### src/design/umi_config.svh
`ifndef UMI_CONFIG_SVH
`define UMI_CONFIG_SVH

// Packet field widths
`define UMI_CW 32
`define UMI_AW 64
`define UMI_DW 64

// Opcodes
`define UMI_REQ_WRITE 8'h03
`define UMI_REQ_READ  8'h01
`define UMI_RESP_READ 8'h02

// Region select is dstaddr[13:12], word index starts at bit 3
`define UMI_REGION_LSB 12
`define UMI_WORD_LSB   3

// Target sizes in 64-bit words
`define REGFILE_DEPTH 16
`define SRAM_DEPTH    64

// Register word 0 contents
`define UMI_ID_VALUE 64'h0000_0001_5EED_CAFE

`endif

### src/design/umi_pkg.sv
`include "umi_config.svh"

package umi_pkg;

   // Command word fields, opcode in the low byte
   typedef struct packed {
      logic [19:0] options;   // [31:12]
      logic [3:0]  size;      // [11:8]
      logic [7:0]  opcode;    // [7:0]
   } umi_cmd_t;

   // Request packet, 224 bits
   typedef struct packed {
      logic [`UMI_CW-1:0] cmd;
      logic [`UMI_AW-1:0] dstaddr;
      logic [`UMI_AW-1:0] srcaddr;
      logic [`UMI_DW-1:0] data;
   } umi_req_t;

   // Response uses the request layout
   typedef umi_req_t umi_resp_t;

   // Local bus toward the targets
   typedef struct packed {
      logic [`UMI_AW-1:0] addr;
      logic [`UMI_DW-1:0] wrdata;
      logic               write;
      logic               read;
   } loc_req_t;

   // Local bus answer from the targets
   typedef struct packed {
      logic [`UMI_DW-1:0] rddata;
      logic               ready;
   } loc_rsp_t;

   // Split a raw command into its fields
   function automatic umi_cmd_t umi_unpack_cmd(input logic [`UMI_CW-1:0] cmd);
      umi_cmd_t fields;
      fields.opcode  = cmd[7:0];
      fields.size    = cmd[11:8];
      fields.options = cmd[31:12];
      return fields;
   endfunction

   // Build a raw command from its fields
   function automatic logic [`UMI_CW-1:0] umi_pack_cmd(input logic [7:0]  opcode,
                                                      input logic [3:0]  size,
                                                      input logic [19:0] options);
      return {options, size, opcode};
   endfunction

endpackage

### src/design/loc_target_combine.sv
`timescale 1ns/1ps
`include "umi_config.svh"

module loc_target_combine
   import umi_pkg::*;
(
   input  loc_req_t loc_req,
   output loc_rsp_t loc_rsp,
   output loc_req_t regfile_req,
   output loc_req_t sram_req,
   input  loc_rsp_t regfile_rsp,
   input  loc_rsp_t sram_rsp
);

   // Region codes
   localparam logic [1:0] REGION_REGFILE = 2'd0;
   localparam logic [1:0] REGION_SRAM    = 2'd1;

   logic [1:0] region;
   logic       sel_regfile;
   logic       sel_sram;

   assign region      = loc_req.addr[`UMI_REGION_LSB +: 2];
   assign sel_regfile = (region == REGION_REGFILE);
   assign sel_sram    = (region == REGION_SRAM);

   // Address and data fan out, strobes only to the selected target
   always_comb
   begin
      regfile_req       = loc_req;
      regfile_req.write = loc_req.write & sel_regfile;
      regfile_req.read  = loc_req.read & sel_regfile;
      sram_req          = loc_req;
      sram_req.write    = loc_req.write & sel_sram;
      sram_req.read     = loc_req.read & sel_sram;
   end

   // Answer mux, unmapped regions read zero and never stall
   always_comb
   begin
      if (sel_regfile)
      begin
         loc_rsp = regfile_rsp;
      end
      else if (sel_sram)
      begin
         loc_rsp = sram_rsp;
      end
      else
      begin
         loc_rsp.rddata = '0;
         loc_rsp.ready  = 1'b1;
      end
   end

endmodule

### config.mk
export PLATFORM = sky130hd
export DESIGN_NAME = loc_target_combine
export DESIGN_NICKNAME = d
export VERILOG_FILES = /design/src/design/umi_pkg.sv /design/src/design/loc_target_combine.sv
export VERILOG_INCLUDE_DIRS = /design/src /design/src/design
export SDC_FILE = /design/constraint.sdc
export NUM_CORES = 1
export LEC_CHECK = 0
export CAP_MARGIN = 40
export CORE_AREA = 2 2 227 229
export DETAILED_ROUTE_END_ITERATION = 8
export DIE_AREA = 0 0 229 231
export DONT_BUFFER_PORTS = 1
export MAX_ROUTING_LAYER = met4
export PLACE_DENSITY_LB_ADDON = 0.1
export SLEW_MARGIN = 20
export SYNTH_ARGS = -nofsm -noshare
export SYNTH_HDL_FRONTEND = slang
export SYNTH_SLANG_ARGS = --single-unit
### constraint.sdc
create_clock -name vclk -period 0.8
set_input_delay 0 -clock vclk [all_inputs]
set_output_delay 0 -clock vclk [all_outputs]
set_load 0.03 [all_outputs]
==> After elaboration in Yosys (flattened, before gate mapping) <==
Index checks and enable logic that the tools add are counted.
{ "classes": {"add_sub_neg": 0, "n_mul": 0, "div": 0, "order_cmp": 0, "n_eq_ne": 1, "shift": 0, "n_mux": 2, "bitwise_logic": 4, "reduce_logical": 1} }
{ "op_table": {"columns": ["op", "n"], "rows": [
  ["65-bit 2-to-1 mux", 2],
  ["1-bit bitwise AND", 4],
  ["2-bit by 1-bit == test with 1-bit output, second input constant", 1],
  ["2-bit zero test", 1]
]} }
{ "totals": {"ff_bits": 0, "latch_bits": 0, "mem_bits_rw": 0, "mem_bits_ro": 0, "inputBits": 260, "wordCells": 8, "n_memories": 0} }

==> Longest topological paths before layout <==
{ "logic_depth": {"word_depth": 3, "mapped_depth": 5, "mapped_depth_nobuf": 2} }

==> Worst setup path before layout <==
Ideal clock, no wire load.
{ "synth_timing": {"path_type": "input-to-output", "from": "in loc_req[78] (netlist bit)", "to": "out regfile_req[0] (netlist bit)", "t_arrival_ps": 1082, "t_required_ps": 800, "setup_slack_ps": -282, "cell_stages": 3, "n_path_buf": 2, "path_cell_list": "buf_4 -> buf_2 -> nor3b_1"} }
{ "synth_rtl": {"columns": ["item", "line", "source"], "rows": [
  ["start, declared", "loc_target_combine.sv:7", "input loc_req_t loc_req,"],
  ["end, declared", "loc_target_combine.sv:9", "output loc_req_t regfile_req,"]
]} }

==> results.cfg <==
[outcome]
status = complete, no violations

[finish]
stdcell_area_mm2 = 0.001974
seq_area_um2 = 0
syn_to_final_growth_pct = -33.25
nets = 402
drive_gt1_frac = 0.4714
mostFrequentLayoutCells = mux2i_1, nor2_2, buf_4
stdcell_count = 820
fin_util = 0.03896
n_clock_buffer = 0
num_antenna_cells = 0
final_common_cell = mux2i_1
seq_cell_count = 0

[power]
power_frac_comb = 1.000
p_sw_uw = 664.8
p_leak_nw = 0.5546
power_density_mw_per_mm2 = 470.8
p_int_uw = 264.7
pwr-share-seq = 0
clockPowerShare = 0
ir_worst_vdd_uv = 102.3
p_sw_frac = 0.7152
power.total_uw = 929.5

[floorplanning]
die_w_um = 229
io_pins = 585
num_rows = 83
die_area_mm2 = 0.05290
core_mm2 = 0.05068
initial_core_util = 0.05836
die_h_um = 231

[place]
pre_cts_ws_ps = 272.5
dp_hpwl_um = 7244
place_area_mm2 = 0.001974
dp.cells = 820
gp_congestion = 0.6427
io_buffers = 0

[logic_synthesis]
postSynthCellCount = 406
synth_nets = 666
yosys_warnings = 0
syn_area_mm2 = 0.002958
ys_seq_area_frac = 0
synth.avg_cell_area_um2 = 7.285
ys_types = 11

[setup_path]
path_depth = 2
critPathSlowestCell = nor2_2
cp-endpoint = loc_rsp[13]
required_ps = 800
slowest_delay_ps = 340
crit_buf_inv = 0
cp.arrival_ps = 550
path_max_fanout = 72
criticalPathCategory = in -> out
crit_chain = mux2i_1, nor2_2
worstSetupStartpoint = loc_req[78]
start_kind = input port
path_delay_family = simple AND/OR/NAND/NOR gates
cp-end-kind = primary output

[route]
route.detailed.drc = 0
firstDrtPassIters = 2
wirelength_um = 8827
drt-vias-per-instance = 1.633
vias = 1339
drtAntennaViolNets = 0
wl_per_cell_um = 10.76
drt_iter0_markers = 14

[grt]
antenna_found_initial = 0
grt_pass1_wl_um = 10570
grt_usage = 0.02793
overflow = 0
grt_max_degree = 73
grt_pass1_vias = 1374

[timing]
finalHoldViolCount = 0
period_needed_ps = 549.1
setup_viol = 0
slew_violations = 0
worst_slew_pin_slew_ps = 418.6
fmax_ghz = 1.821
rsz0062_at_grt = false
maxSlewHeadroom = 0.7206
period_share = 0.6863
worst_slack_ps = 250.9

[flow_run]
max_cap_viol_count = 0

[cts]
postCtsHoldBufs = 0
post_cts_resized = 0
cts_setup_buffers = 0

[min_path]
hold_path.class = in -> out
how the worst min path moves through the flow:
stage	start	endpoint	slack (ps)	cells after the start
2_1_floorplan	loc_req[100]	regfile_req[100]	130	1
3_3_place_gp	loc_req[95]	regfile_req[95]	0.3	0
3_5_place_dp	loc_req[95]	regfile_req[95]	0.3	0
4_1_cts	loc_req[95]	regfile_req[95]	0.3	0
5_1_grt	loc_req[71]	regfile_req[71]	0.05	0
6_report	loc_req[83]	regfile_req[83]	0.02	0
power by group through the flow:
stage	sequential, mW	combinational [mW]	clock (mW)
final	0	0.930	0
after global routing	0	0.968	0
after CTS	0	0.942	0
after detailed placement	0	0.941	0
after global placement	0	0.951	0
after floorplan	0	3.42	0
cells by family after synthesis:
kind of cell	synth area share
muxes	0.2166
buffers and inverters	0.6861
AOI/OAI and AO/OA	0.002962
and+or+nand+nor	0.09433
routing by layer:
layer  track usage  vias up  wire length (um)
li1              -      487                 -
met1       0.01964      502              2100
met2       0.04441      251              4202
met3       0.01915       99              1622
met4       0.02963        0               901
met5             -        -                 0
stage by stage:
stage / hold WS, ps / setup TNS, ps
2_1_floorplan: 131.7 / -507.5
3_3_place_gp: 0.3003 / 0
3_5_place_dp: 0.3003 / 0
4_1_cts: 0.3003 / 0
5_1_grt: 0.05236 / 0
6_report: 0.01694 / 0
cell type report:
cell class | count | area, um^2
multi-input cells | 134 | 1079
well taps | 680 | 850.8
repair buffers | 6 | 45.04
fillers | 6088 | 48700
Yosys cell counts:
cell / number / area [um^2]
nor2_1: 64 / 240.2
nor3b_1: 2 / 15.01
mux2i_1: 64 / 640.6
nor2b_1: 1 / 6.260
clkbuf_1: 5 / 18.77
buf_2: 4 / 20.02
buf_4: 261 / 1959
buf_6: 1 / 11.26
and3b_1: 2 / 17.52
a211o_1: 1 / 8.760
buf_12: 1 / 20.02
Note: power is estimated with default switching activity, not from simulation.
