<file path="src/design/umi_config.svh">
`ifndef UMI_CONFIG_SVH
`define UMI_CONFIG_SVH

// Packet field widths
`define UMI_CW 32
`define UMI_AW 64
`define UMI_DW 64

// Opcodes
`define UMI_REQ_WRITE 8'h03
`define UMI_REQ_READ  8'h01
`define UMI_RESP_READ 8'h02

// Region select is dstaddr[13:12], word index starts at bit 3
`define UMI_REGION_LSB 12
`define UMI_WORD_LSB   3

// Target sizes in 64-bit words
`define REGFILE_DEPTH 16
`define SRAM_DEPTH    64

// Register word 0 contents
`define UMI_ID_VALUE 64'h0000_0001_5EED_CAFE

`endif

</file>
<file path="src/design/umi_pkg.sv">
`include "umi_config.svh"

package umi_pkg;

   // Command word fields, opcode in the low byte
   typedef struct packed {
      logic [19:0] options;   // [31:12]
      logic [3:0]  size;      // [11:8]
      logic [7:0]  opcode;    // [7:0]
   } umi_cmd_t;

   // Request packet, 224 bits
   typedef struct packed {
      logic [`UMI_CW-1:0] cmd;
      logic [`UMI_AW-1:0] dstaddr;
      logic [`UMI_AW-1:0] srcaddr;
      logic [`UMI_DW-1:0] data;
   } umi_req_t;

   // Response uses the request layout
   typedef umi_req_t umi_resp_t;

   // Local bus toward the targets
   typedef struct packed {
      logic [`UMI_AW-1:0] addr;
      logic [`UMI_DW-1:0] wrdata;
      logic               write;
      logic               read;
   } loc_req_t;

   // Local bus answer from the targets
   typedef struct packed {
      logic [`UMI_DW-1:0] rddata;
      logic               ready;
   } loc_rsp_t;

   // Split a raw command into its fields
   function automatic umi_cmd_t umi_unpack_cmd(input logic [`UMI_CW-1:0] cmd);
      umi_cmd_t fields;
      fields.opcode  = cmd[7:0];
      fields.size    = cmd[11:8];
      fields.options = cmd[31:12];
      return fields;
   endfunction

   // Build a raw command from its fields
   function automatic logic [`UMI_CW-1:0] umi_pack_cmd(input logic [7:0]  opcode,
                                                      input logic [3:0]  size,
                                                      input logic [19:0] options);
      return {options, size, opcode};
   endfunction

endpackage

</file>
<file path="src/design/umi_endpoint.sv">
`timescale 1ns/1ps
`include "umi_config.svh"

module umi_endpoint
   import umi_pkg::*;
(
   input  logic      clk,
   input  logic      nreset,
   // Device request side
   input  logic      udev_req_valid,
   input  umi_req_t  udev_req,
   output logic      udev_req_ready,
   // Device response side
   output logic      udev_resp_valid,
   output umi_resp_t udev_resp,
   input  logic      udev_resp_ready,
   // Local bus
   output loc_req_t  loc_req,
   input  loc_rsp_t  loc_rsp
);

   umi_cmd_t           req_fields;    // Unpacked request command
   logic               is_write;
   logic               read_accept;   // Read taken this cycle

   // Captured response payload
   logic [`UMI_DW-1:0] rsp_data_q;
   logic [`UMI_AW-1:0] rsp_dst_q;
   logic [3:0]         rsp_size_q;
   logic [19:0]        rsp_opts_q;

   //####################################################################
   // Request unpack
   //####################################################################

   assign req_fields = umi_unpack_cmd(udev_req.cmd);
   assign is_write   = (req_fields.opcode == `UMI_REQ_WRITE);  // Anything else reads

   // Strobes only while a request is present and the response side can take it
   always_comb
   begin
      loc_req.addr   = udev_req.dstaddr;
      loc_req.wrdata = udev_req.data;
      loc_req.write  = udev_req_valid & udev_resp_ready & is_write;
      loc_req.read   = udev_req_valid & udev_resp_ready & ~is_write;
   end

   // Stall on busy target or blocked response
   assign udev_req_ready = loc_rsp.ready & udev_resp_ready;

   // Strobe already carries resp_ready, so target ready completes the handshake
   assign read_accept = loc_req.read & loc_rsp.ready;

   //####################################################################
   // Response valid
   //####################################################################

   // Set on accepted read, clear once taken, new read overrides clear
   always_ff @(posedge clk or negedge nreset)
   begin
      if (!nreset)
      begin
         udev_resp_valid <= 1'b0;
      end
      else if (read_accept)
      begin
         udev_resp_valid <= 1'b1;
      end
      else if (udev_resp_valid && udev_resp_ready)
      begin
         udev_resp_valid <= 1'b0;
      end
   end

   //####################################################################
   // Response payload
   //####################################################################

   // Capture read data with return routing info
   always_ff @(posedge clk)
   begin
      if (read_accept)
      begin
         rsp_data_q <= loc_rsp.rddata;
         rsp_dst_q  <= udev_req.srcaddr;    // Reply goes back to requester
         rsp_size_q <= req_fields.size;
         rsp_opts_q <= req_fields.options;
      end
   end

   // Pack the read response
   always_comb
   begin
      udev_resp.cmd     = umi_pack_cmd(`UMI_RESP_READ, rsp_size_q, rsp_opts_q);
      udev_resp.dstaddr = rsp_dst_q;
      udev_resp.srcaddr = '0;               // No source on responses
      udev_resp.data    = rsp_data_q;
   end

endmodule

</file>
<file path="config.mk">
export PLATFORM = sky130hd
export DESIGN_NAME = umi_endpoint
export DESIGN_NICKNAME = d
export VERILOG_FILES = /design/src/design/umi_pkg.sv /design/src/design/umi_endpoint.sv
export VERILOG_INCLUDE_DIRS = /design/src /design/src/design
export SDC_FILE = /design/constraint.sdc
export NUM_CORES = 1
export LEC_CHECK = 0
export BUFFER_PORTS_ARGS = -buffer_cell sky130_fd_sc_hd__buf_2
export CORE_AREA = 2 2 249 251
export CTS_CLUSTER_DIAMETER = 200
export DETAILED_ROUTE_END_ITERATION = 16
export DIE_AREA = 0 0 251 253
export HOLD_SLACK_MARGIN = 0.06
export SYNTH_ARGS = -nofsm -noshare
export SYNTH_HDL_FRONTEND = slang
export SYNTH_SLANG_ARGS = --single-unit
</file>
<file path="constraint.sdc">
create_clock -name clk -period 2.1 [get_ports clk]
set_input_delay 0.42 -clock clk [delete_from_list [all_inputs] [get_ports clk]]
set_output_delay 0.42 -clock clk [all_outputs]
set_load 0.005 [all_outputs]
</file>
After elaboration in Yosys (flattened, before gate mapping) --
Cells that the tools add are included.
Storage, ports and cells: flip-flop bits (word level) 153, logic and storage cells 16, input bits 293, output and inout bits 356
Operators by class: mux-type cells 2, bitwise logic cells 6, reduce and logical (&&, ||, !) cells 2, eq/ne operators 1
Operators with widths (number):
- 8-bit by 2-bit equality test with 1-bit output (second input constant) | 1
- 1-bit AND | 5
- 1-bit two-way mux | 2
- 2-bit nonzero test | 1
- 1-bit logical AND | 1
- 1-bit inverter | 1

Depth between registers and ports, before layout --
Gate-level depths: netlist of the first run.
depth after elaboration 5, gate-level depth with buffers 3, gate-level depth less buffers 3

Worst setup path after synthesis of the first run --
OpenSTA, ideal clock, no wires.
path type input to register, start input port udev_req[195] (netlist bit), end register rsp_data_q[0], enable pin, path slack -5442 ps, library setup time 665 ps, data required time 1435 ps, path buffers 0, cell stages on the path 3, data arrival time 6877 ps, cell sequence or4_4 -> nor4_4 -> nor2_1
On the way: longest elaborated chain between the ends 4
Ends and longest elaborated chain:
- from (decl) | RTL line umi_endpoint.sv:11 | input umi_req_t udev_req,
- 8-bit by 2-bit equality test with 1-bit output (no line)
- 1-bit inverter | RTL line umi_endpoint.sv:45 | loc_req.read = udev_req_valid & udev_resp_ready & ~is_write;
- 1-bit AND | RTL line umi_endpoint.sv:45
- 1-bit AND | RTL line umi_endpoint.sv:52 | assign read_accept = loc_req.read & loc_rsp.ready;
- via read_accept | RTL line umi_endpoint.sv:24 | logic read_accept;
- to (signal assigned) | RTL line umi_endpoint.sv:84 | rsp_data_q <= loc_rsp.rddata;
- to (decl) | RTL line umi_endpoint.sv:27 | logic [`UMI_DW-1:0] rsp_data_q;
The timed path passes the listed nets, and every way through them passes these cells. A chain may end at the register's enable or synchronous reset.

==> impl_metrics.json, run 1 <==
{
  "via_per_inst": 2.54,
  "path_clk_slew_ps": 70,
  "cts-root-buf": "clkbuf_16",
  "arrival_ps": 1650,
  "ys_seq_elements": 153,
  "syn-mean-instance-area_um2": 16.9,
  "slew_viol_final": 0,
  "numCtsBuffers": 17,
  "holdWs_ps": 153,
  "cp_top_family": "simple AND/OR/NAND/NOR gates",
  "cpPeakStageDelay_ps": 530,
  "slew_headroom_pct": 61.6,
  "setup_viol": 0,
  "synth_seq_area_share_pct": 74.3,
  "final_hold_viol_count": 0,
  "initial_core_util_pct": 10.1,
  "crit_fanout": 2,
  "synth.most_common_cell": "buf_4",
  "yosysWarnings": 0,
  "grt_pass1_vias": 3480,
  "port_buffers": 320,
  "worstMarginPinSlew_ps": 575,
  "core_um2": 61000,
  "cts.htree.levels": 4,
  "final_layout_size_suffix_gt1_share_pct": 60.9,
  "rsz0062_at_grt": "true",
  "maxCapViolations": 0,
  "cp_common_cell": "buf_6",
  "crit_chain": "buf_6 > or4_4 > nor4_4 > and2b_2 > buf_6",
  "nFillCells": 6861,
  "grt_pass1_wl_mm": 30.2,
  "netlist_instances": 366,
  "antenna_found_initial": 20,
  "grt_overflow_total": 0,
  "fmax_mhz": 482,
  "routedWlPerCell_um": 17.9,
  "ys_types": 13,
  "clk_latency_ps": 430,
  "setup.worst_path.class": "input port to output pin",
  "vias": 3543,
  "async_reset_ff_share_pct": 0.654,
  "required_ps": 1680,
  "place_congestion": 0.688,
  "dieHeight_um": 253,
  "hpwl_mm": 21.1,
  "yosys.area.top_type": "edfxtp_1",
  "synth_top_cells_by_count": "buf_4, edfxtp_1, conb_1, nand2_1, nor2_1",
  "hp-class": "input port to register",
  "firstDrtPassIters": 4,
  "cp_slowest_cell": "or4_4",
  "p_leak_nw": 3.25,
  "cellPowerDensity_nw_per_um2": 838,
  "syn_area_um2": 6180,
  "grt_max_degree": 58,
  "cp-end-kind": "output pin",
  "synth_flop_cell": "edfxtp_1",
  "finalCritPeriodShare_pct": 98.8,
  "rows": 91,
  "synth.top_cell.area_share_pct": 73.9,
  "layout.nets": 877,
  "drc": 0,
  "clock_path_buffers": 2,
  "synthTopCellsByArea": "edfxtp_1, buf_4, dfrtp_1",
  "fin_tns_setup_ps": 0,
  "gr-usage-all-layers_pct": 7.31,
  "synth_edf_count": 152,
  "peakVddDrop_mv": 0.572,
  "area_delta_synth_final_pct": 33.1,
  "finClkSkew_ps": 0,
  "layout_min_cycle_time_ps": 2070,
  "drtAntennaViolNets": 0,
  "cts.sinks": 153,
  "io_pins": 649,
  "cts_tree": "yes",
  "drt_iter0_drc": 144,
  "die_area_um2": 63500,
  "die_w_um": 251,
  "start_kind": "input port",
  "cp_num_buf_inv": 2,
  "status": "complete, no violations",
  "routed_wl_mm": 25.0
}
layer usage:
| metal | vias up | track usage, % | wire length [µm] |
|---|---|---|---|
| met5 | - | 0 | 138 |
| met4 | 20 | 5.97 | 1320 |
| met3 | 106 | 4.74 | 3690 |
| met2 | 390 | 12.2 | 12400 |
| met1 | 1582 | 6.08 | 7410 |
| li1 | 1445 | - | - |
stage by stage:
step	setup slack, ps	area, µm²	utilization [%]	total power [mW]	std cells
5_1_grt	-14.2	8210	13.5	7.20	1390
3_5_place_dp	-101	7630	12.5	4.09	1353
2_1_floorplan	-1130	6450	-	4.01	436
6_report	25.6	8220	13.5	6.89	1395
4_1_cts	1.52	8200	13.4	7.06	1386
3_3_place_gp	-98.1	7630	12.5	4.08	1353
placed cells by master, fill, tap and decap left out:
master,n
clkinv_2,1
inv_8,2
conb_1,72
clkbuf_1,1
nor2_1,1
buf_4,5
dlygate4sd3_1,1
edfxtp_1,152
nor4_4,1
and2_1,1
and2b_2,1
buf_12,3
buf_2,318
o22ai_1,1
buf_6,2
diode_2,9
nor2_4,1
clkinvlp_4,4
clkinv_4,1
inv_6,5
inv_1,1
dfrtp_1,1
nand2_1,2
or4_4,1
clkbuf_16,17
nand3_2,1
path summary, 6_finish.rpt:
path | from | to | slack, ps | depth (start not counted)
worst min-delay path | udev_req[109] | rsp_dst_q[45] | 150 | 1
worst max-delay path | udev_req[195] | loc_req[1] | 30 | 5
min in group asynchronous | nreset | udev_resp_valid | 480 | 2
max in group asynchronous | nreset | udev_resp_valid | 1530 | 2
worst min register to register | udev_resp_valid | udev_resp_valid | 580 | 2
worst max register to register | udev_resp_valid | udev_resp_valid | 1440 | 2
report_power, final:
| group | switching (mW) | internal [mW] | leakage (nW) |
|---|---|---|---|
| Sequential | 0.0477 | 3.52 | 1.41 |
| Combinational | 0.236 | 0.211 | 1.59 |
| Clock | 1.34 | 1.54 | 0.254 |
| Total | 1.62 | 5.27 | 3.25 |
cells by family (layout without fill, tap and decap cells):
kind of cell,after synthesis,after routing,share of synthesized area [%]
flops,153,153,74.3
simple gates,9,9,1.09
other cells,2,81,0.122
buf+inv,201,361,24.4
compound gates,1,1,0.101
final cells by class:
type,count,area [µm²],share of cell area (%)
Antenna cell,9,22.5,0.274
Clock buffer,18,429,5.22
Clock inverter,13,110,1.34
Inverter,1,3.75,0.0457
Multi-Input combinational cell,82,357,4.34
Sequential cell,153,4590,55.8
Tap cell,790,988,12.0
Timing Repair Buffer,329,1720,20.9
state kept, by name, summed over array words and instances, names as in the netlist:
| signal | flops |
|---|---|
| rsp_opts_q | 20 |
| rsp_size_q | 4 |
| rsp_dst_q | 64 |
| rsp_data_q | 64 |
| udev_resp_valid | 1 |
timing repair:
| action | 4_1_cts | 5_1_grt |
|---|---|---|
| hold endpoints to repair | 1 | 0 |
| resized for setup | 3 | 0 |
| endpoints found under the setup margin | 2 | 1 |
| hold buffers | 1 | 0 |
| buffers inserted | 1 | 0 |
Power figures use the tool's default switching activity.
==> inputs of run 2 (changes only) <==
Settings changed: CORE_AREA 2 2 249 251 to 2 2 251 253, DIE_AREA 0 0 251 253 to 0 0 253 255.
==> impl_metrics.json, run 2 (synthesis gave the netlist of run 1 again) <==
{
  "path_clk_slew_ps": 70,
  "slew_viol_final": 0,
  "grt_pass1_wl_mm": 23.0,
  "pwr-share-clk_pct": 45.1,
  "maxCapViolations": 0,
  "cp_slowest_cell": "or4_4",
  "cp-end-kind": "output pin",
  "fin_util_pct": 13.3,
  "core_um2": 62200,
  "layout_min_cycle_time_ps": 2050,
  "rsz0062_at_grt": "true",
  "io_pins": 649,
  "layout.nets": 876,
  "setup.worst_path.start": "udev_req[196]",
  "regArea_um2": 4590,
  "p_sw_share_pct": 21.3,
  "drt_iter0_drc": 154,
  "finalCritPeriodShare_pct": 97.7,
  "required_ps": 1680,
  "antenna_cells": 0,
  "setup_ws_ps": 48.3,
  "cpPeakStageDelay_ps": 530,
  "initial_core_util_pct": 9.94,
  "arrival_ps": 1630,
  "cts_tree": "yes",
  "crit_chain": "buf_6 > or4_4 > nor4_4 > and2b_2 > buf_6",
  "dieHeight_um": 255,
  "routedWlPerCell_um": 14.0,
  "seqPwrFrac_pct": 48.8,
  "die_w_um": 253,
  "clock_path_buffers": 2,
  "final_cells": 1395,
  "switchingPower_mw": 1.55,
  "cts.sinks": 153,
  "cp_top_family": "simple AND/OR/NAND/NOR gates",
  "rr_startpoint": "udev_resp_valid",
  "cellPowerDensity_nw_per_um2": 883,
  "multi_input_area_um2": 357,
  "area_delta_synth_final_pct": 33.8,
  "nFillCells": 6958,
  "vias": 3447,
  "setup_viol": 0,
  "path_depth": 5,
  "numCtsBuffers": 17,
  "hpwl_mm": 16.2,
  "grt_overflow_total": 0,
  "p_comb_share_pct": 6.1,
  "place_ws_ps": 34.5,
  "cts.htree.levels": 4,
  "dpl.cell_count": 1361,
  "cp_num_buf_inv": 2,
  "hold_start": "udev_req[95]",
  "routed_wl_mm": 19.6,
  "ff2ff_path_depth": 2,
  "place_congestion": 0.646,
  "firstDrtPassIters": 4,
  "final_layout_size_suffix_gt1_share_pct": 60.4,
  "final_cell_area_um2": 8260,
  "start_kind": "input port",
  "clk_latency_ps": 440,
  "grt_pass1_vias": 3085,
  "drtAntennaViolNets": 0,
  "p_leak_nw": 3.29,
  "rows": 92,
  "hold_path_depth": 1,
  "port_buffers": 320,
  "reg2reg_setup_slack_ps": 1460,
  "fmax_mhz": 487,
  "dpl_cell_area_um2": 7610,
  "hp-class": "input port to register",
  "crit_fanout": 3,
  "final_common_cell": "buf_2",
  "antenna_found_initial": 2,
  "status": "complete, no violations",
  "cts-root-buf": "clkbuf_16",
  "gr-usage-all-layers_pct": 5.37,
  "setup.worst_path.class": "input port to output pin",
  "intPower_mw": 5.75,
  "cp_common_cell": "buf_6",
  "finClkSkew_ps": 0,
  "final_cell_mix": "buf_2, edfxtp_1, conb_1",
  "die_area_um2": 64500,
  "via_per_inst": 2.47,
  "final_hold_viol_count": 0,
  "drc": 0,
  "grt_max_degree": 72,
  "reg_top3": "rsp_data_q x64, rsp_dst_q x64, rsp_opts_q x20",
  "peakVddDrop_mv": 0.417
}
[run 2: layer usage]
layer,vias up,GRT usage (%),part of all wire [%],wire length (µm)
met2,365,7.52,44,8710
li1,1436,-,-,-
met4,4,3.82,4.5,886
met3,81,3.63,16,3050
met1,1561,5.70,35,6880
met5,-,0.602,0.36,70
[run 2: worst paths after layout]
kind | endpoint
min reg2reg | udev_resp_valid
min in group asynchronous | udev_resp_valid
max in group asynchronous | udev_resp_valid
max | loc_req[1]
max reg2reg | udev_resp_valid
min | rsp_dst_q[31]
[run 2: cell type report]
cell class / count / share of cell area (%)
clock buffer: 21 / 5.33
clock inverter: 11 / 2.23
inverter: 1 / 0.0454
multi-input combinational: 82 / 4.32
sequential: 153 / 55.5
tap: 799 / 12.1
timing repair buffer: 328 / 20.4
[run 2: worst reg2reg max path, delay by kind of cell (launching register included)]
| family | cells | cell delay, ps |
|---|---|---|
| compound gates | 1 | 150 |
| buf+inv | 1 | 40 |
| flops | 1 | 360 |
[run 2: what timing repair did]
| item | 4_1_cts | 5_1_grt |
|---|---|---|
| buffers inserted | 0 | 1 |
| hold buffers | 1 | 0 |
| endpoints found under the hold margin | 1 | 0 |
| resized for setup | 0 | 2 |
| endpoints found under the setup margin | 0 | 1 |
[run 2: per-stage QoR]
stage          setup TNS [ps]  hold slack [ps]  power, mW
2_1_floorplan         -171950              124       4.01
3_3_place_gp                0              196       4.07
3_5_place_dp                0              207       4.08
4_1_cts                     0              119       7.44
5_1_grt                 -3.76              118       7.61
6_report                    0              150       7.30
[run 2: power groups by stage]
stage | Sequential [mW] | Combinational [mW] | Clock, mW
global route | 3.58 | 0.495 | 3.54
global placement | 3.63 | 0.445 | 0
finish | 3.56 | 0.444 | 3.29
CTS | 3.56 | 0.452 | 3.42
detailed placement | 3.63 | 0.450 | 0
floorplan | 3.65 | 0.361 | 0
==> inputs of run 3 (changes only) <==
Settings changed: SETUP_SLACK_MARGIN set to 0.1.
==> impl_metrics.json, run 3 (synthesis gave the netlist of run 1 again) <==
{
  "status": "complete, no violations",
  "dpl.cell_count": 1361,
  "port_buffers": 320,
  "firstDrtPassIters": 4,
  "regArea_um2": 4590,
  "cts.sinks": 153,
  "setup.worst_path.class": "input port to output pin",
  "final_cells": 1395,
  "drt_iter0_drc": 154,
  "area_delta_synth_final_pct": 33.8,
  "drtAntennaViolNets": 0,
  "rows": 92,
  "drc": 0,
  "final_common_cell": "buf_2",
  "dieHeight_um": 255,
  "antenna_cells": 0,
  "reg2reg_to": "udev_resp_valid",
  "final_cell_area_um2": 8260,
  "hold_path_depth": 1,
  "grt_max_degree": 72,
  "finalCritPeriodShare_pct": 97.7,
  "cp-end-kind": "output pin",
  "start_kind": "input port",
  "final_cell_mix": "buf_2, edfxtp_1, conb_1",
  "path_clk_slew_ps": 70,
  "arrival_ps": 1630,
  "initial_core_util_pct": 9.94,
  "final_hold_viol_count": 0,
  "routedWlPerCell_um": 14.0,
  "slew_viol_final": 0,
  "rr_startpoint": "udev_resp_valid",
  "rsz0062_at_grt": "true",
  "via_per_inst": 2.47,
  "multi_input_area_um2": 357,
  "hpwl_mm": 16.2,
  "min_to": "rsp_dst_q[31]",
  "die_w_um": 253,
  "numCtsBuffers": 17,
  "place_congestion": 0.646,
  "cts_tree": "yes",
  "finClkSkew_ps": 0,
  "holdWs_ps": 151,
  "layout.nets": 876,
  "cts.htree.levels": 4,
  "peakVddDrop_mv": 0.417,
  "clk_latency_ps": 440,
  "ff2ff_path_depth": 2,
  "routed_wl_mm": 19.6,
  "setup_viol": 0,
  "p_leak_nw": 3.29,
  "grt_overflow_total": 0,
  "final_layout_size_suffix_gt1_share_pct": 60.4,
  "antenna_found_initial": 2,
  "clock_path_buffers": 2,
  "dpl_cell_area_um2": 7610,
  "fmax_mhz": 487,
  "crit_fanout": 3,
  "layout_min_cycle_time_ps": 2050,
  "fin_util_pct": 13.3,
  "reg2reg_setup_slack_ps": 1460,
  "maxCapViolations": 0,
  "cts-root-buf": "clkbuf_16",
  "vias": 3449,
  "die_area_um2": 64500,
  "gr-usage-all-layers_pct": 5.37,
  "grt_pass1_wl_mm": 23.0,
  "core_um2": 62200,
  "required_ps": 1680,
  "hold_start": "udev_req[95]",
  "reg_top3": "rsp_data_q x64, rsp_dst_q x64, rsp_opts_q x20",
  "hp-class": "input port to register",
  "nFillCells": 6958,
  "io_pins": 649,
  "grt_pass1_vias": 3085,
  "cellPowerDensity_nw_per_um2": 883
}
-- run 3: cell type report --
| type | count | share of cell area [%] |
|---|---|---|
| Tap cell | 799 | 12.1 |
| Timing Repair Buffer | 328 | 20.4 |
| Multi-Input combinational cell | 82 | 4.32 |
| Inverter | 1 | 0.0454 |
| Clock buffer | 21 | 5.33 |
| Clock inverter | 11 | 2.23 |
| Sequential cell | 153 | 55.5 |
-- run 3: where the power goes --
group          switching (mW)  leakage [nW]  total, mW  internal [mW]
sequential             0.0404          1.41       3.56           3.52
combinational           0.237          1.57      0.444          0.208
clock                    1.27         0.303       3.29           2.02
-- run 3: worst max-delay path: stages --
cell     delay, ps
buf_6           90
or4_4          530
nor4_4         310
and2b_2        200
buf_6           90
-- run 3: through the flow --
step	TNS [ps]	power, mW	setup slack, ps
2_1_floorplan	-171950	4.01	-1130
3_3_place_gp	0	4.07	31.2
3_5_place_dp	0	4.08	34.5
4_1_cts	0	7.44	20.9
5_1_grt	-2.66	7.61	-2.66
6_report	0	7.30	48.0
-- run 3: worst max-delay path by stage --
stage                        from             to  slack, ps
finish              udev_req[196]     loc_req[1]         50
global route        udev_req[196]     loc_req[1]         -3
CTS                 udev_req[195]     loc_req[1]         20
detailed placement  udev_req[195]     loc_req[1]         30
global placement    udev_req[195]     loc_req[1]         30
floorplan           udev_req[195]  rsp_data_q[0]      -1130
-- run 3: timing repair --
action	in CTS	in global routing
hold buffers	1	0
gates resized for setup	0	2
endpoints found under the setup margin	1	2
hold endpoints to repair	1	0
setup buffers	0	1
cloned	0	0
pin swaps	0	3
-- run 3: routing by layer --
metal  share of wire, %  global-route usage (%)  up-vias
li1                   -                       -     1436
met1                 35                    5.70     1564
met2                 44                    7.52      364
met3                 16                    3.63       81
met4                4.5                    3.82        4
met5               0.36                   0.602        -
