File: config.mk
export PLATFORM = sky130hd
export DESIGN_NAME = loc_regfile
export DESIGN_NICKNAME = d
export VERILOG_FILES = /design/src/design/umi_pkg.sv /design/src/design/loc_regfile.sv
export VERILOG_INCLUDE_DIRS = /design/src /design/src/design
export SDC_FILE = /design/constraint.sdc
export NUM_CORES = 1
export LEC_CHECK = 0
export BUFFER_PORTS_ARGS = -buffer_cell sky130_fd_sc_hd__buf_4
export CORE_UTILIZATION = 56
export DETAILED_ROUTE_END_ITERATION = 7
export PLACE_DENSITY = 0.75
export SLEW_MARGIN = 5
export SYNTH_ARGS = -nofsm -noshare
export SYNTH_HDL_FRONTEND = slang
export SYNTH_SLANG_ARGS = --single-unit
File: constraint.sdc
create_clock -name clk -period 1.83 [get_ports clk]
set_input_delay 0.2745 -clock clk [delete_from_list [all_inputs] [get_ports clk]]
set_output_delay 0.2745 -clock clk [all_outputs]
set_load 0.01 [all_outputs]
File: src/design/umi_config.svh
`ifndef UMI_CONFIG_SVH
`define UMI_CONFIG_SVH

// Packet field widths
`define UMI_CW 32
`define UMI_AW 64
`define UMI_DW 64

// Opcodes
`define UMI_REQ_WRITE 8'h03
`define UMI_REQ_READ  8'h01
`define UMI_RESP_READ 8'h02

// Region select is dstaddr[13:12], word index starts at bit 3
`define UMI_REGION_LSB 12
`define UMI_WORD_LSB   3

// Target sizes in 64-bit words
`define REGFILE_DEPTH 16
`define SRAM_DEPTH    64

// Register word 0 contents
`define UMI_ID_VALUE 64'h0000_0001_5EED_CAFE

`endif

File: src/design/umi_pkg.sv
`include "umi_config.svh"

package umi_pkg;

   // Command word fields, opcode in the low byte
   typedef struct packed {
      logic [19:0] options;   // [31:12]
      logic [3:0]  size;      // [11:8]
      logic [7:0]  opcode;    // [7:0]
   } umi_cmd_t;

   // Request packet, 224 bits
   typedef struct packed {
      logic [`UMI_CW-1:0] cmd;
      logic [`UMI_AW-1:0] dstaddr;
      logic [`UMI_AW-1:0] srcaddr;
      logic [`UMI_DW-1:0] data;
   } umi_req_t;

   // Response uses the request layout
   typedef umi_req_t umi_resp_t;

   // Local bus toward the targets
   typedef struct packed {
      logic [`UMI_AW-1:0] addr;
      logic [`UMI_DW-1:0] wrdata;
      logic               write;
      logic               read;
   } loc_req_t;

   // Local bus answer from the targets
   typedef struct packed {
      logic [`UMI_DW-1:0] rddata;
      logic               ready;
   } loc_rsp_t;

   // Split a raw command into its fields
   function automatic umi_cmd_t umi_unpack_cmd(input logic [`UMI_CW-1:0] cmd);
      umi_cmd_t fields;
      fields.opcode  = cmd[7:0];
      fields.size    = cmd[11:8];
      fields.options = cmd[31:12];
      return fields;
   endfunction

   // Build a raw command from its fields
   function automatic logic [`UMI_CW-1:0] umi_pack_cmd(input logic [7:0]  opcode,
                                                      input logic [3:0]  size,
                                                      input logic [19:0] options);
      return {options, size, opcode};
   endfunction

endpackage

File: src/design/loc_regfile.sv
`timescale 1ns/1ps
`include "umi_config.svh"

module loc_regfile
   import umi_pkg::*;
(
   input  logic     clk,
   input  logic     nreset,
   input  loc_req_t req,
   output loc_rsp_t rsp
);

   localparam int IDX_W = $clog2(`REGFILE_DEPTH);

   // Word 0 is the fixed ID, no storage behind it
   logic [`UMI_DW-1:0] regs [1:`REGFILE_DEPTH-1];
   logic [IDX_W-1:0]   idx;

   assign idx = req.addr[`UMI_WORD_LSB +: IDX_W];

   //####################################################################
   // Write port
   //####################################################################

   always_ff @(posedge clk or negedge nreset)
   begin
      if (!nreset)
      begin
         for (int i = 1; i < `REGFILE_DEPTH; i++)
         begin
            regs[i] <= '0;
         end
      end
      else if (req.write && (idx != '0))   // ID word drops writes
      begin
         regs[idx] <= req.wrdata;
      end
   end

   //####################################################################
   // Read port
   //####################################################################

   always_comb
   begin
      if (idx == '0)
      begin
         rsp.rddata = `UMI_ID_VALUE;
      end
      else
      begin
         rsp.rddata = regs[idx];
      end
      rsp.ready = 1'b1;                    // Never stalls
   end

endmodule

Yosys cells after proc, flatten, opt, wreduce, memory -nomap -nowiden:

Cells that the tools add are included.
W data, S select, Z words.

* output and inout bits: 65
* register bits: 960
* logic and storage cells: 29
* bits of input ports: 132

* mux-type cells: 7
* reductions and logical operators: 4
* magnitude comparators: 2
* bitwise operators: 1

Operators by type and width (count)
* $bwmux W960: 1
* $bmux W64 S4: 1
* $demux W64 S4: 1
* $mux W64: 4
* $ge A5 B5 Y1 const B: 1
* $lt A5 B1 Y1 const B: 1
* $not A4 Y5: 1
* $logic_not A4 Y1: 1
* $reduce_bool A4 Y1: 1
* $logic_and A1 B1 Y1: 2

Depth between registers and ports, before layout:

Gate-level depths: netlist (run 1).

* word-level depth: 6
* gate-level depth with buffers: 8
* gate-level depth less buffers: 4

Least setup slack after synthesis (run 1):

No wires, ideal clock.

* path kind: input port to output port
* from: in req[69] (netlist bit)
* to: out rsp[58] (netlist bit)
* buffers on the path: 3
* data arrival time: 1.661 ns
* stages on the path: 6
* slack: -0.106 ns
* cells stage by stage: buf_4 buf_4 buf_2 mux4_2 o22ai_1 nor2_1

RTL lines
* start: declaration: line loc_regfile.sv:9 `input loc_req_t req,`
* end: declaration: line loc_regfile.sv:10 `output loc_rsp_t rsp`

==> results.md, run 1 <==
- TritonCTS buffer count: 98
- Die area: 0.0787 mm^2
- Logic gate share of total power: 19.5%
- Routed vias: 26355
- Seq pwr share: 46.8%
- Largest Register: regs
- Sequential element share of the synthesized area: 55.3%
- Later-pin clock latency in the skew report: 0.65 ns
- Clock sink total: 960
- Cell area after layout: 0.0530 mm^2
- Nets: 3264
- Dpl ws: -0.342 ns
- Mapped cell area: 0.0435 mm^2
- Power share of the clock group: 33.7%
- Power Density: 1160 mW/mm^2
- CTS Buffer Depth: 3
- DRC: 0
- Aggregate global routing overflow: 0
- CTS root buffer: clkbuf_16
- Synthesized instance count: 2801
- DRT Pass-1 Iters: 5
- Dpl hpwl: 70.8 mm
- CTS tree: yes
- Synth Area in XOR/XNOR: 0%
- Peak VDD IR: 0.893 mV
- Failing checks: setup timing
- Drt wl/cell: 26.5 um
- Most frequent cell after synthesis: dfrtp_1
- Final wirelength: 112 mm
- First-pass GRT wire length: 177 mm
- Period minus WS final: 2.32 ns
- Area of the multi-input gates: 0.0188 mm^2
- Worst setup EP type: output pin
- Switch share: 25.6%
- Worst-path clk slew: 0.07 ns
- Layout cells sized above 1: 57.7%
- Biggest regs: regs: 960 flops
- Die Y: 281 um
- F_max: 432 MHz
- Startpoint types: flip-flop
- P_leak: 23.3 nW
- Routability Congestion: 0.833
- GR Util All Layers: 29.5%
- Netlist cell types: 32
- Top FF cell, synth: dfrtp_1
- Outcome: finished with violations
- Initial antenna violation count: 3
- Initial drt markers: 1968
- Synth top area cells: dfrtp_1, mux2_2, mux4_2, mux2_4, mux2i_1
- Cell Area, Placed: 0.0481 mm^2
- Final setup vio count: 64
- Pins Over Slew Limit: 0
- Yosys top cell area share: 55.3%
- Simple-gate share of the synthesized area: 1.19%
- Slew @ Worst Pin: 0.632 ns
- Starting Density: 56.9%
- Synthesized area per cell: 15.5 um^2
- #FFs+latches synth: 960
- Mux contribution to synthesized area: 36.8%
- Post-synthesis compound-gate area fraction: 3.46%
- Sw power: 0.0158 W
- Setup CP Type: reg -> out
- Row count: 101
- FILL cells: 4938
- Int Pwr: 0.0459 W
- RSZ-0062 raised after global routing: yes
- Hold Path Class: in -> reg
- Vias in the first global route: 29224
- Synthesis-to-layout area growth: 21.9%
- Synth area leader: dfrtp_1
- Final TNS setup: -25.66 ns
- Worst-path fanout max: 2
- Number of flip-flops in the largest register: 960
- Avg Vias per Cell: 6.21
- Post-synthesis adder-cell area fraction: 0%
- Final worst path period share: 127%
- Warnings, synthesis: 0
- Clock Skew: 0 ns
- Post-synth EDFFs: 0
- Final ANT Viol Nets: 0
- Fin worst setup slack: -0.487 ns
- Seq. cell area: 0.0240 mm^2
- Max-slew headroom: 57.8%
- H-Tree Depth: 3
- Final Hold Viols: 0
- Mapped Nets: 2933
- Largest family of logic cells by synthesized area: multiplexers
- Core area: 0.0763 mm^2
- Pin count of the biggest net entering global routing: 92
- Critical path arrival: 2.04 ns
- Top post-synthesis cells by count: dfrtp_1, mux2_2, mux4_2
- Max-cap check violation count: 0
- Boundary Pins: 197
- Req. time, crit path: 1.56 ns
- Asr flop ratio synth: 100%
- Die X: 281 um
- PortBufs: 134
- # diodes: 0
final cells by class:
class                      instances  share of cell area (%)
sequential                       960                    45.4
multi-input combinational       1556                    35.5
timing repair buffer             493                    10.2
clock buffer                     141                    5.55
tap                             1030                    2.43
clock inverter                    38                   0.858
inverter                          23                   0.163
worst max-delay path, stage by stage (launching register included):
cell and delay (ns):
dfrtp_1 0.38, mux2_4 0.28, a221o_1 0.32, a21oi_2 0.17, nor2_2 0.08, buf_4 0.15
kinds of logic after synthesis:
| family | Yosys count |
|---|---|
| compound gates | 205 |
| buf+inv | 285 |
| flops | 960 |
| mux | 1243 |
| other cells | 1 |
| simple gates | 107 |
placed cells by master, fill, tap and decap left out, types with 28 or more instances in the layout:
| cell | instances |
|---|---|
| mux2i_1 | 77 |
| nor2_1 | 44 |
| dfrtp_1 | 960 |
| a221oi_1 | 31 |
| o22ai_1 | 28 |
| buf_4 | 301 |
| o22ai_2 | 35 |
| mux4_2 | 165 |
| mux2_1 | 55 |
| dlygate4sd3_1 | 64 |
| buf_12 | 117 |
| mux2_4 | 74 |
| clkbuf_16 | 101 |
| mux2_2 | 872 |
power groups by stage:
stage / sequential (W) / clock (W) / combinational [W]
2_1_floorplan: 0.0281 / 0 / 0.00811
6_report: 0.0288 / 0.0208 / 0.0120
5_1_grt: 0.0294 / 0.0219 / 0.0129
4_1_cts: 0.0287 / 0.0210 / 0.0119
3_3_place_gp: 0.0286 / 0 / 0.0107
3_5_place_dp: 0.0291 / 0 / 0.0112
stage by stage:
step	util (%)	cells	total power [W]	hold WS (ns)
after floorplan	-	2801	0.0362	-0.0211
after global placement	63.1	3983	0.0393	0.163
after detailed placement	63.1	3983	0.0403	0.164
after CTS	69.1	4233	0.0617	0.00181
after global routing	69.4	4241	0.0642	0.0295
final	69.4	4241	0.0617	0.0265
routing by layer:
metal  up-vias  global-route usage (%)  routed length [um]
li1      11079                       -                   -
met1     14361                    40.3               47800
met2       724                    49.0               56200
met3       185                    4.60                5700
met4         6                    8.41                2430
met5         -                       0                  39
final timing paths:
path	startpoint	to	slack, ns	depth (start not counted)
worst max-delay path	regs[913]	rsp[18]	-0.49	5
worst min-delay path	req[53]	regs[819]	0.03	2
worst max register to register	regs[585]	regs[585]	0.81	3
worst min register to register	regs[941]	regs[941]	0.49	1
max in group asynchronous	nreset	regs[743]	0.81	4
min in group asynchronous	nreset	regs[701]	0.08	2
timing repair:
action                                  CTS  global route
resized for setup                       111            32
buffers inserted                         16             8
pin swaps                                73            20
setup endpoints to repair                64            64
hold buffers                             64             0
endpoints found under the hold margin  1271             0
Note: power is estimated with default switching activity, not from simulation.
==> inputs of run 2 (changes only) <==
Settings changed: BUFFER_PORTS_ARGS -buffer_cell sky130_fd_sc_hd__buf_4 to default, CORE_UTILIZATION 56 to 58, DONT_BUFFER_PORTS from default to 1.
==> run 2 against run 1 <==
The flow finishes with violations (hold timing, setup timing). Clock skew did not move. Utilization is 2.1 points lower. Critical path depth stayed put. Largest cell class unchanged.
==> results.md, run 2 (synthesized netlist as in run 1, its figures left out) <==
- Crit path from: regs[908] (was regs[913])
- Int Pwr: 0.0459 W (about the same)
- DRC: 0 (unchanged)
- Pins Over Slew Limit: 0 (unchanged)
- Worst-path clk slew: 0.06 ns (was 0.07 ns)
- Outcome: finished with violations (unchanged)
- Sw power: 0.0148 W (was 0.0158 W)
- Aggregate global routing overflow: 0 (unchanged)
- M1 WL: 43.4 mm (was 47.8 mm)
- Clock Skew: 0 ns (unchanged)
- Avg Vias per Cell: 6.36 (was 6.21)
- Final wirelength: 102 mm (was 112 mm)
- Die area: 0.0760 mm^2 (was 0.0787 mm^2)
- Hold Path Class: in -> async (was in -> reg)
- Most frequent cells in the layout: dfrtp_1, mux2_2, mux4_2, clkbuf_16, mux2i_1 (was dfrtp_1, mux2_2, buf_4, mux4_2, buf_12)
- F_max: 436 MHz (was 432 MHz)
- Routed vias: 24684 (was 26355)
- Boundary Pins: 197 (unchanged)
- Pwr Total: 0.0607 W (was 0.0617 W)
- DRT Pass-1 Iters: 5 (unchanged)
- Power share of the clock group: 35.1% (was 33.7%)
- PortBufs: 0 (was 134)
- Largest Register: regs (unchanged)
- Met3 wire len: 4.99 mm (was 5.70 mm)
- Period minus WS final: 2.29 ns (was 2.32 ns)
- Switch share: 24.4% (was 25.6%)
- Critical path arrival: 2.02 ns (was 2.04 ns)
- Layout cells sized above 1: 54.0% (was 57.7%)
- Starting Density: 58.5% (was 56.9%)
- Max-cap check violation count: 0 (unchanged)
- Initial drt markers: 1714 (was 1968)
- Later-pin clock latency in the skew report: 0.66 ns (was 0.65 ns)
- Max Used Layer: met5 (unchanged)
- Die X: 276 um (was 281 um)
- Final setup vio count: 64 (unchanged)
- Row count: 100 (was 101)
- Logic gate share of total power: 17.5% (was 19.5%)
- Final Hold Viols: 552 (was 0)
- RSZ-0062 raised after global routing: yes (unchanged)
- Seq pwr share: 47.3% (was 46.8%)
- Number of flip-flops in the largest register: 960 (unchanged)
- Worst setup EP type: output pin (unchanged)
- Vias in the first global route: 26938 (was 29224)
- CTS root buffer: clkbuf_16 (unchanged)
- Slowest Stage Delay on Critical Path: 0.38 ns (about the same)
- Routability Congestion: 0.742 (was 0.833)
- Final TNS setup: -21.41 ns (was -25.66 ns)
- Power Density: 1210 mW/mm^2 (was 1160 mW/mm^2)
- Drt wl/cell: 26.2 um (was 26.5 um)
- Dpl ws: -0.104 ns (was -0.342 ns)
- Max-slew headroom: 15.3% (was 57.8%)
- CTS Buffer Depth: 3 (unchanged)
- Met2 wire len: 50.6 mm (was 56.2 mm)
- Dpl hpwl: 55.3 mm (was 70.8 mm)
- Final ANT Viol Nets: 0 (unchanged)
- Hold_buf cts: 64 (unchanged)
- Commonest non-fill, non-tap cell in the layout: dfrtp_1 (unchanged)
- Die Y: 276 um (was 281 um)
- Pin count of the biggest net entering global routing: 961 (was 92)
- P_leak: 21.6 nW (was 23.3 nW)
- First-pass GRT wire length: 160 mm (was 177 mm)
- Initial antenna violation count: 15 (was 3)
- Synthesis-to-layout area growth: 15.0% (was 21.9%)
- Req. time, crit path: 1.56 ns (about the same)
- Peak VDD IR: 0.852 mV (was 0.893 mV)
- Reg2reg start: regs[128] (was regs[585])
- Slowest cell on the critical path: dfrtp_1 (unchanged)
- GR Util All Layers: 27.6% (was 29.5%)
- Failing checks: hold timing, setup timing (was setup timing)
- Worst-path fanout max: 2 (unchanged)
- Worst hold margin: -0.691 ns (was 0.0265 ns)
- Worst-path cell chain: mux2_4, a221o_1, a21oi_2, nor2_2, buf_4 (unchanged)
- Biggest regs: regs: 960 flops (unchanged)
- Slew @ Worst Pin: 1.27 ns (was 0.632 ns)
- Final worst path period share: 125% (was 127%)
- Setup CP Type: reg -> out (unchanged)
- Core area: 0.0743 mm^2 (was 0.0763 mm^2)
- CTS tree: yes (unchanged)
- Nets: 2954 (was 3264)
- Startpoint types: flip-flop (unchanged)
- Clock sink total: 960 (unchanged)
- Fin worst setup slack: -0.465 ns (was -0.487 ns)
- TritonCTS buffer count: 98 (unchanged)
- H-Tree Depth: 3 (unchanged)
[run 2: changes by cell type in the layout (fill, tap and decap cells not counted), moves of 9 or more]
cell,before,now
buf_4,301,65
buf_12,117,44
nor2_2,17,46
nor2_1,44,18
o22ai_2,35,25
o22ai_4,1,10
[run 2: what timing repair did]
action | in CTS | in global routing
hold endpoints to repair | 1920 | 464
gates resized for setup | 129 | 52
buffers inserted | 11 | 5
pin swaps | 83 | 25
endpoints found under the setup margin | 64 | 64
[run 2: stage by stage]
step | hold WS [ns] | cells | cell area, um^2 | util [%]
detailed placement | 0.0480 | 3615 | 44800 | 60.3
finish | -0.691 | 3881 | 50000 | 67.2
CTS | -0.656 | 3864 | 49600 | 66.7
floorplan | -0.0211 | 2801 | 43500 | -
global placement | 0.0403 | 3615 | 44800 | 60.3
global route | -0.715 | 3880 | 50000 | 67.2
[run 2: final timing paths]
check / end / slack [ns] / cells past startpoint
min in group clk: regs[568] / 0.19 / 4
worst min-delay path: regs[580] / -0.69 / 0
worst max-delay path: rsp[13] / -0.46 / 5
worst max register to register: regs[128] / 0.93 / 2
worst min register to register: regs[709] / 0.49 / 1
max in group asynchronous: regs[99] / 0.06 / 2
[run 2: cell type report]
cell class,instances,area [um^2]
diodes,8,20.0
clock buffers,147,2950
clock inverters,35,548
fillers,4975,24300
inverters,23,86.3
multi-input cells,1556,19000
flip-flops and latches,960,24000
well taps,969,1210
repair buffers,183,2190
[run 2: worst max-delay path: cells and delay by family (launching register included)]
kind	cells	cell delay, ns
AND/OR/NAND/NOR	1	0.08
flip-flops	1	0.38
AO/OA/AOI/OAI	2	0.50
multiplexers	1	0.27
buffers and inverters	1	0.15
[run 2: routing by layer]
metal | GRT usage [%] | up-vias
li1 | - | 10488
met1 | 37.7 | 13434
met2 | 44.8 | 567
met3 | 4.88 | 185
met4 | 9.53 | 10
met5 | 0 | -
[run 2: power by group through the flow]
stage	Clock, W	Sequential, W	Combinational (W)
6_report	0.0213	0.0287	0.0107
2_1_floorplan	0	0.0281	0.00811
3_3_place_gp	0	0.0284	0.00875
4_1_cts	0.0216	0.0287	0.0101
5_1_grt	0.0225	0.0293	0.0115
3_5_place_dp	0	0.0290	0.00922
==> inputs of run 3 (changes only) <==
Settings changed: GPL_ROUTABILITY_DRIVEN from default to 0.
Clock period 1.83 ns to 1.9 ns, I/O delays scaled along.
==> run 3 against run 2 <==
Largest power group unchanged. Clock power down 7%. The flow still finishes with violations (hold timing, setup timing). Utilization down 0.21 points. Wire length up 3.3%. Global-route usage up 0.76 points. Critical endpoint is now rsp[27]. Worst setup slack worse by 0.11 ns. Non-clock buffer count up 4. Via count up 1.0%. Critical path type is now in -> out. Count of clock-buffer cells in the layout up 3. Sequential cell count unchanged. Highest routed layer unchanged.
==> results.md, run 3 (synthesized netlist as in run 1, its figures left out) <==
- Pin count of the biggest net entering global routing: 961 (unchanged)
- Final worst path period share: 130%
- Final Hold Viols: 510 (was 552)
- Clock Skew: 0 ns (unchanged)
- Switch share: 24.4% (about the same)
- Met3 wire len: 5.29 mm (was 4.99 mm)
- Most frequent cells in the layout: dfrtp_1, mux2_2, mux4_2, clkbuf_16, mux2i_1 (unchanged)
- Row count: 100 (unchanged)
- Final TNS setup: -27.46 ns (was -21.41 ns)
- Boundary Pins: 197 (unchanged)
- Largest Register: regs (unchanged)
- Hold_buf cts: 64 (unchanged)
- Layout cells sized above 1: 53.2% (was 54.0%)
- Final setup vio count: 64 (unchanged)
- Initial drt markers: 1887 (was 1714)
- Final ANT Viol Nets: 0 (unchanged)
- Slew @ Worst Pin: 1.14 ns (was 1.27 ns)
- Commonest non-fill, non-tap cell in the layout: dfrtp_1 (unchanged)
- Dpl ws: -0.0317 ns (was -0.104 ns)
- CTS tree: yes (unchanged)
- Max Used Layer: met5 (unchanged)
- DRC: 0 (unchanged)
- Worst setup EP type: output pin (unchanged)
- Synthesis-to-layout area growth: 14.6% (was 15.0%)
- P_leak: 21.5 nW (was 21.6 nW)
- R2R Setup Slk: 0.91 ns (was 0.93 ns)
- Die Y: 276 um (unchanged)
- Sw power: 0.0141 W (was 0.0148 W)
- Core area: 0.0743 mm^2 (unchanged)
- Fin util: 67.0% (was 67.2%)
- Biggest regs: regs: 960 flops (unchanged)
- FILL cells: 4935 (was 4975)
- Hold Path Class: in -> async (unchanged)
- Fin worst setup slack: -0.572 ns (was -0.465 ns)
- CTS root buffer: clkbuf_16 (unchanged)
- Die X: 276 um (unchanged)
- Max-slew headroom: 24.3% (was 15.3%)
- Number of flip-flops in the largest register: 960 (unchanged)
- Nets: 2959 (was 2954)
- Req. time, crit path: 1.62 ns (was 1.56 ns)
- Starting Density: 58.5% (unchanged)
- Routed vias: 24943 (was 24684)
- Reg2reg start: regs[55] (was regs[128])
- M1 WL: 44.8 mm (was 43.4 mm)
- Worst-path fanout max: 236 (was 2)
- Worst Reg2Reg Path Length in Cells: 3 (was 2)
- Met2 wire len: 52.8 mm (was 50.6 mm)
- F_max: 404 MHz
- GR Util All Layers: 28.3% (was 27.6%)
- Startpoint types: input pin (was flip-flop)
- Seq pwr share: 47.8% (was 47.3%)
- Aggregate global routing overflow: 0 (unchanged)
- H-Tree Depth: 3 (unchanged)
- Clock sink total: 960 (unchanged)
- Power Density: 1160 mW/mm^2 (was 1210 mW/mm^2)
- DRT Pass-1 Iters: 5 (unchanged)
- Logic gate share of total power: 17.8% (was 17.5%)
- Peak VDD IR: 0.726 mV (was 0.852 mV)
- Int Pwr: 0.0438 W (was 0.0459 W)
- Failing checks: hold timing, setup timing (unchanged)
- Non-filler instance count after layout: 3879 (was 3881)
- Power share of the clock group: 34.4% (was 35.1%)
- Dpl hpwl: 56.2 mm (was 55.3 mm)
- Worst-path clk slew: 0.06 ns (about the same)
- Later-pin clock latency in the skew report: 0.65 ns (was 0.66 ns)
- Worst hold margin: -0.669 ns (was -0.691 ns)
- Vias in the first global route: 27037 (was 26938)
- Final wirelength: 105 mm (was 102 mm)
- Drt wl/cell: 27.1 um (was 26.2 um)
- Initial antenna violation count: 5 (was 15)
- Critical path arrival: 2.19 ns (was 2.02 ns)
- PortBufs: 0 (unchanged)
- Outcome: finished with violations (unchanged)
- CTS Buffer Depth: 3 (unchanged)
- Avg Vias per Cell: 6.43 (was 6.36)
- Period minus WS final: 2.47 ns
- Die area: 0.0760 mm^2 (unchanged)
- Critical R2R Capture: regs[55] (was regs[128])
- Seq. cell area: 0.0240 mm^2 (unchanged)
- Pins Over Slew Limit: 0 (unchanged)
- Setup CP Type: in -> out (was reg -> out)
- RSZ-0062 raised after global routing: yes (unchanged)
- Max-cap check violation count: 0 (unchanged)
- TritonCTS buffer count: 99 (was 98)
- Area of the multi-input gates: 0.0188 mm^2 (was 0.0190 mm^2)
- Placed insts: 3613 (was 3615)
- First-pass GRT wire length: 163 mm (was 160 mm)
## run 3: changes by cell type in the layout (fill, tap and decap cells not counted), sizes merged
cell,before,now
inv,27,25
clkinv,14,19
clkinvlp,4,1
bufinv,13,10
diode,8,2
clkbuf,147,150
buf,119,123
## run 3: power groups by stage
stage / clock network (W) / registers (W) / logic, W
2_1_floorplan: 0 / 0.0270 / 0.00779
3_3_place_gp: 0 / 0.0274 / 0.00847
3_5_place_dp: 0 / 0.0279 / 0.00892
4_1_cts: 0.0202 / 0.0276 / 0.00976
5_1_grt: 0.0211 / 0.0282 / 0.0110
6_report: 0.0199 / 0.0277 / 0.0103
## run 3: critical path, cell delays in order
cell and delay [ns]:
nor2b_4 0.50, buf_12 0.27, a221oi_1 0.15, a211oi_2 0.25
nor2_1 0.07, buf_4 0.16
## run 3: layer usage
layer / GRT usage (%) / vias to the layer above
met5: 0 / -
met4: 8.92 / 8
met3: 4.80 / 142
met2: 46.5 / 608
met1: 38.8 / 13722
li1: - / 10463
## run 3: how the worst max path moves through the flow
| stage | startpoint | endpoint | slack (ns) |
|---|---|---|---|
| after detailed placement | req[70] | rsp[13] | -0.03 |
| after global placement | req[70] | rsp[13] | -0.007 |
| after global routing | regs[831] | rsp[64] | -0.44 |
| after floorplan | req[69] | rsp[50] | -0.03 |
| after CTS | regs[24] | rsp[25] | -0.43 |
| final | req[69] | rsp[27] | -0.57 |
## run 3: cell type report
cell class                 count  area share [%]
sequential                   960            48.2
multi-input combinational   1556            37.8
clock buffer                 150            5.92
timing repair buffer         187            4.57
tap                          969            2.43
clock inverter                32           0.851
inverter                      23           0.173
antenna                        2          0.0100
## run 3: what timing repair did
item / CTS / global route
setup buffers: 14 / 6
setup endpoints to repair: 64 / 64
endpoints found under the hold margin: 1920 / 510
pin swaps: 80 / 18
gates resized for setup: 131 / 35
## run 3: per-stage QoR
step	area (um^2)	total power [W]
final	49800	0.0579
after global routing	49800	0.0604
after CTS	49500	0.0576
after detailed placement	44800	0.0369
after global placement	44800	0.0358
after floorplan	43500	0.0348
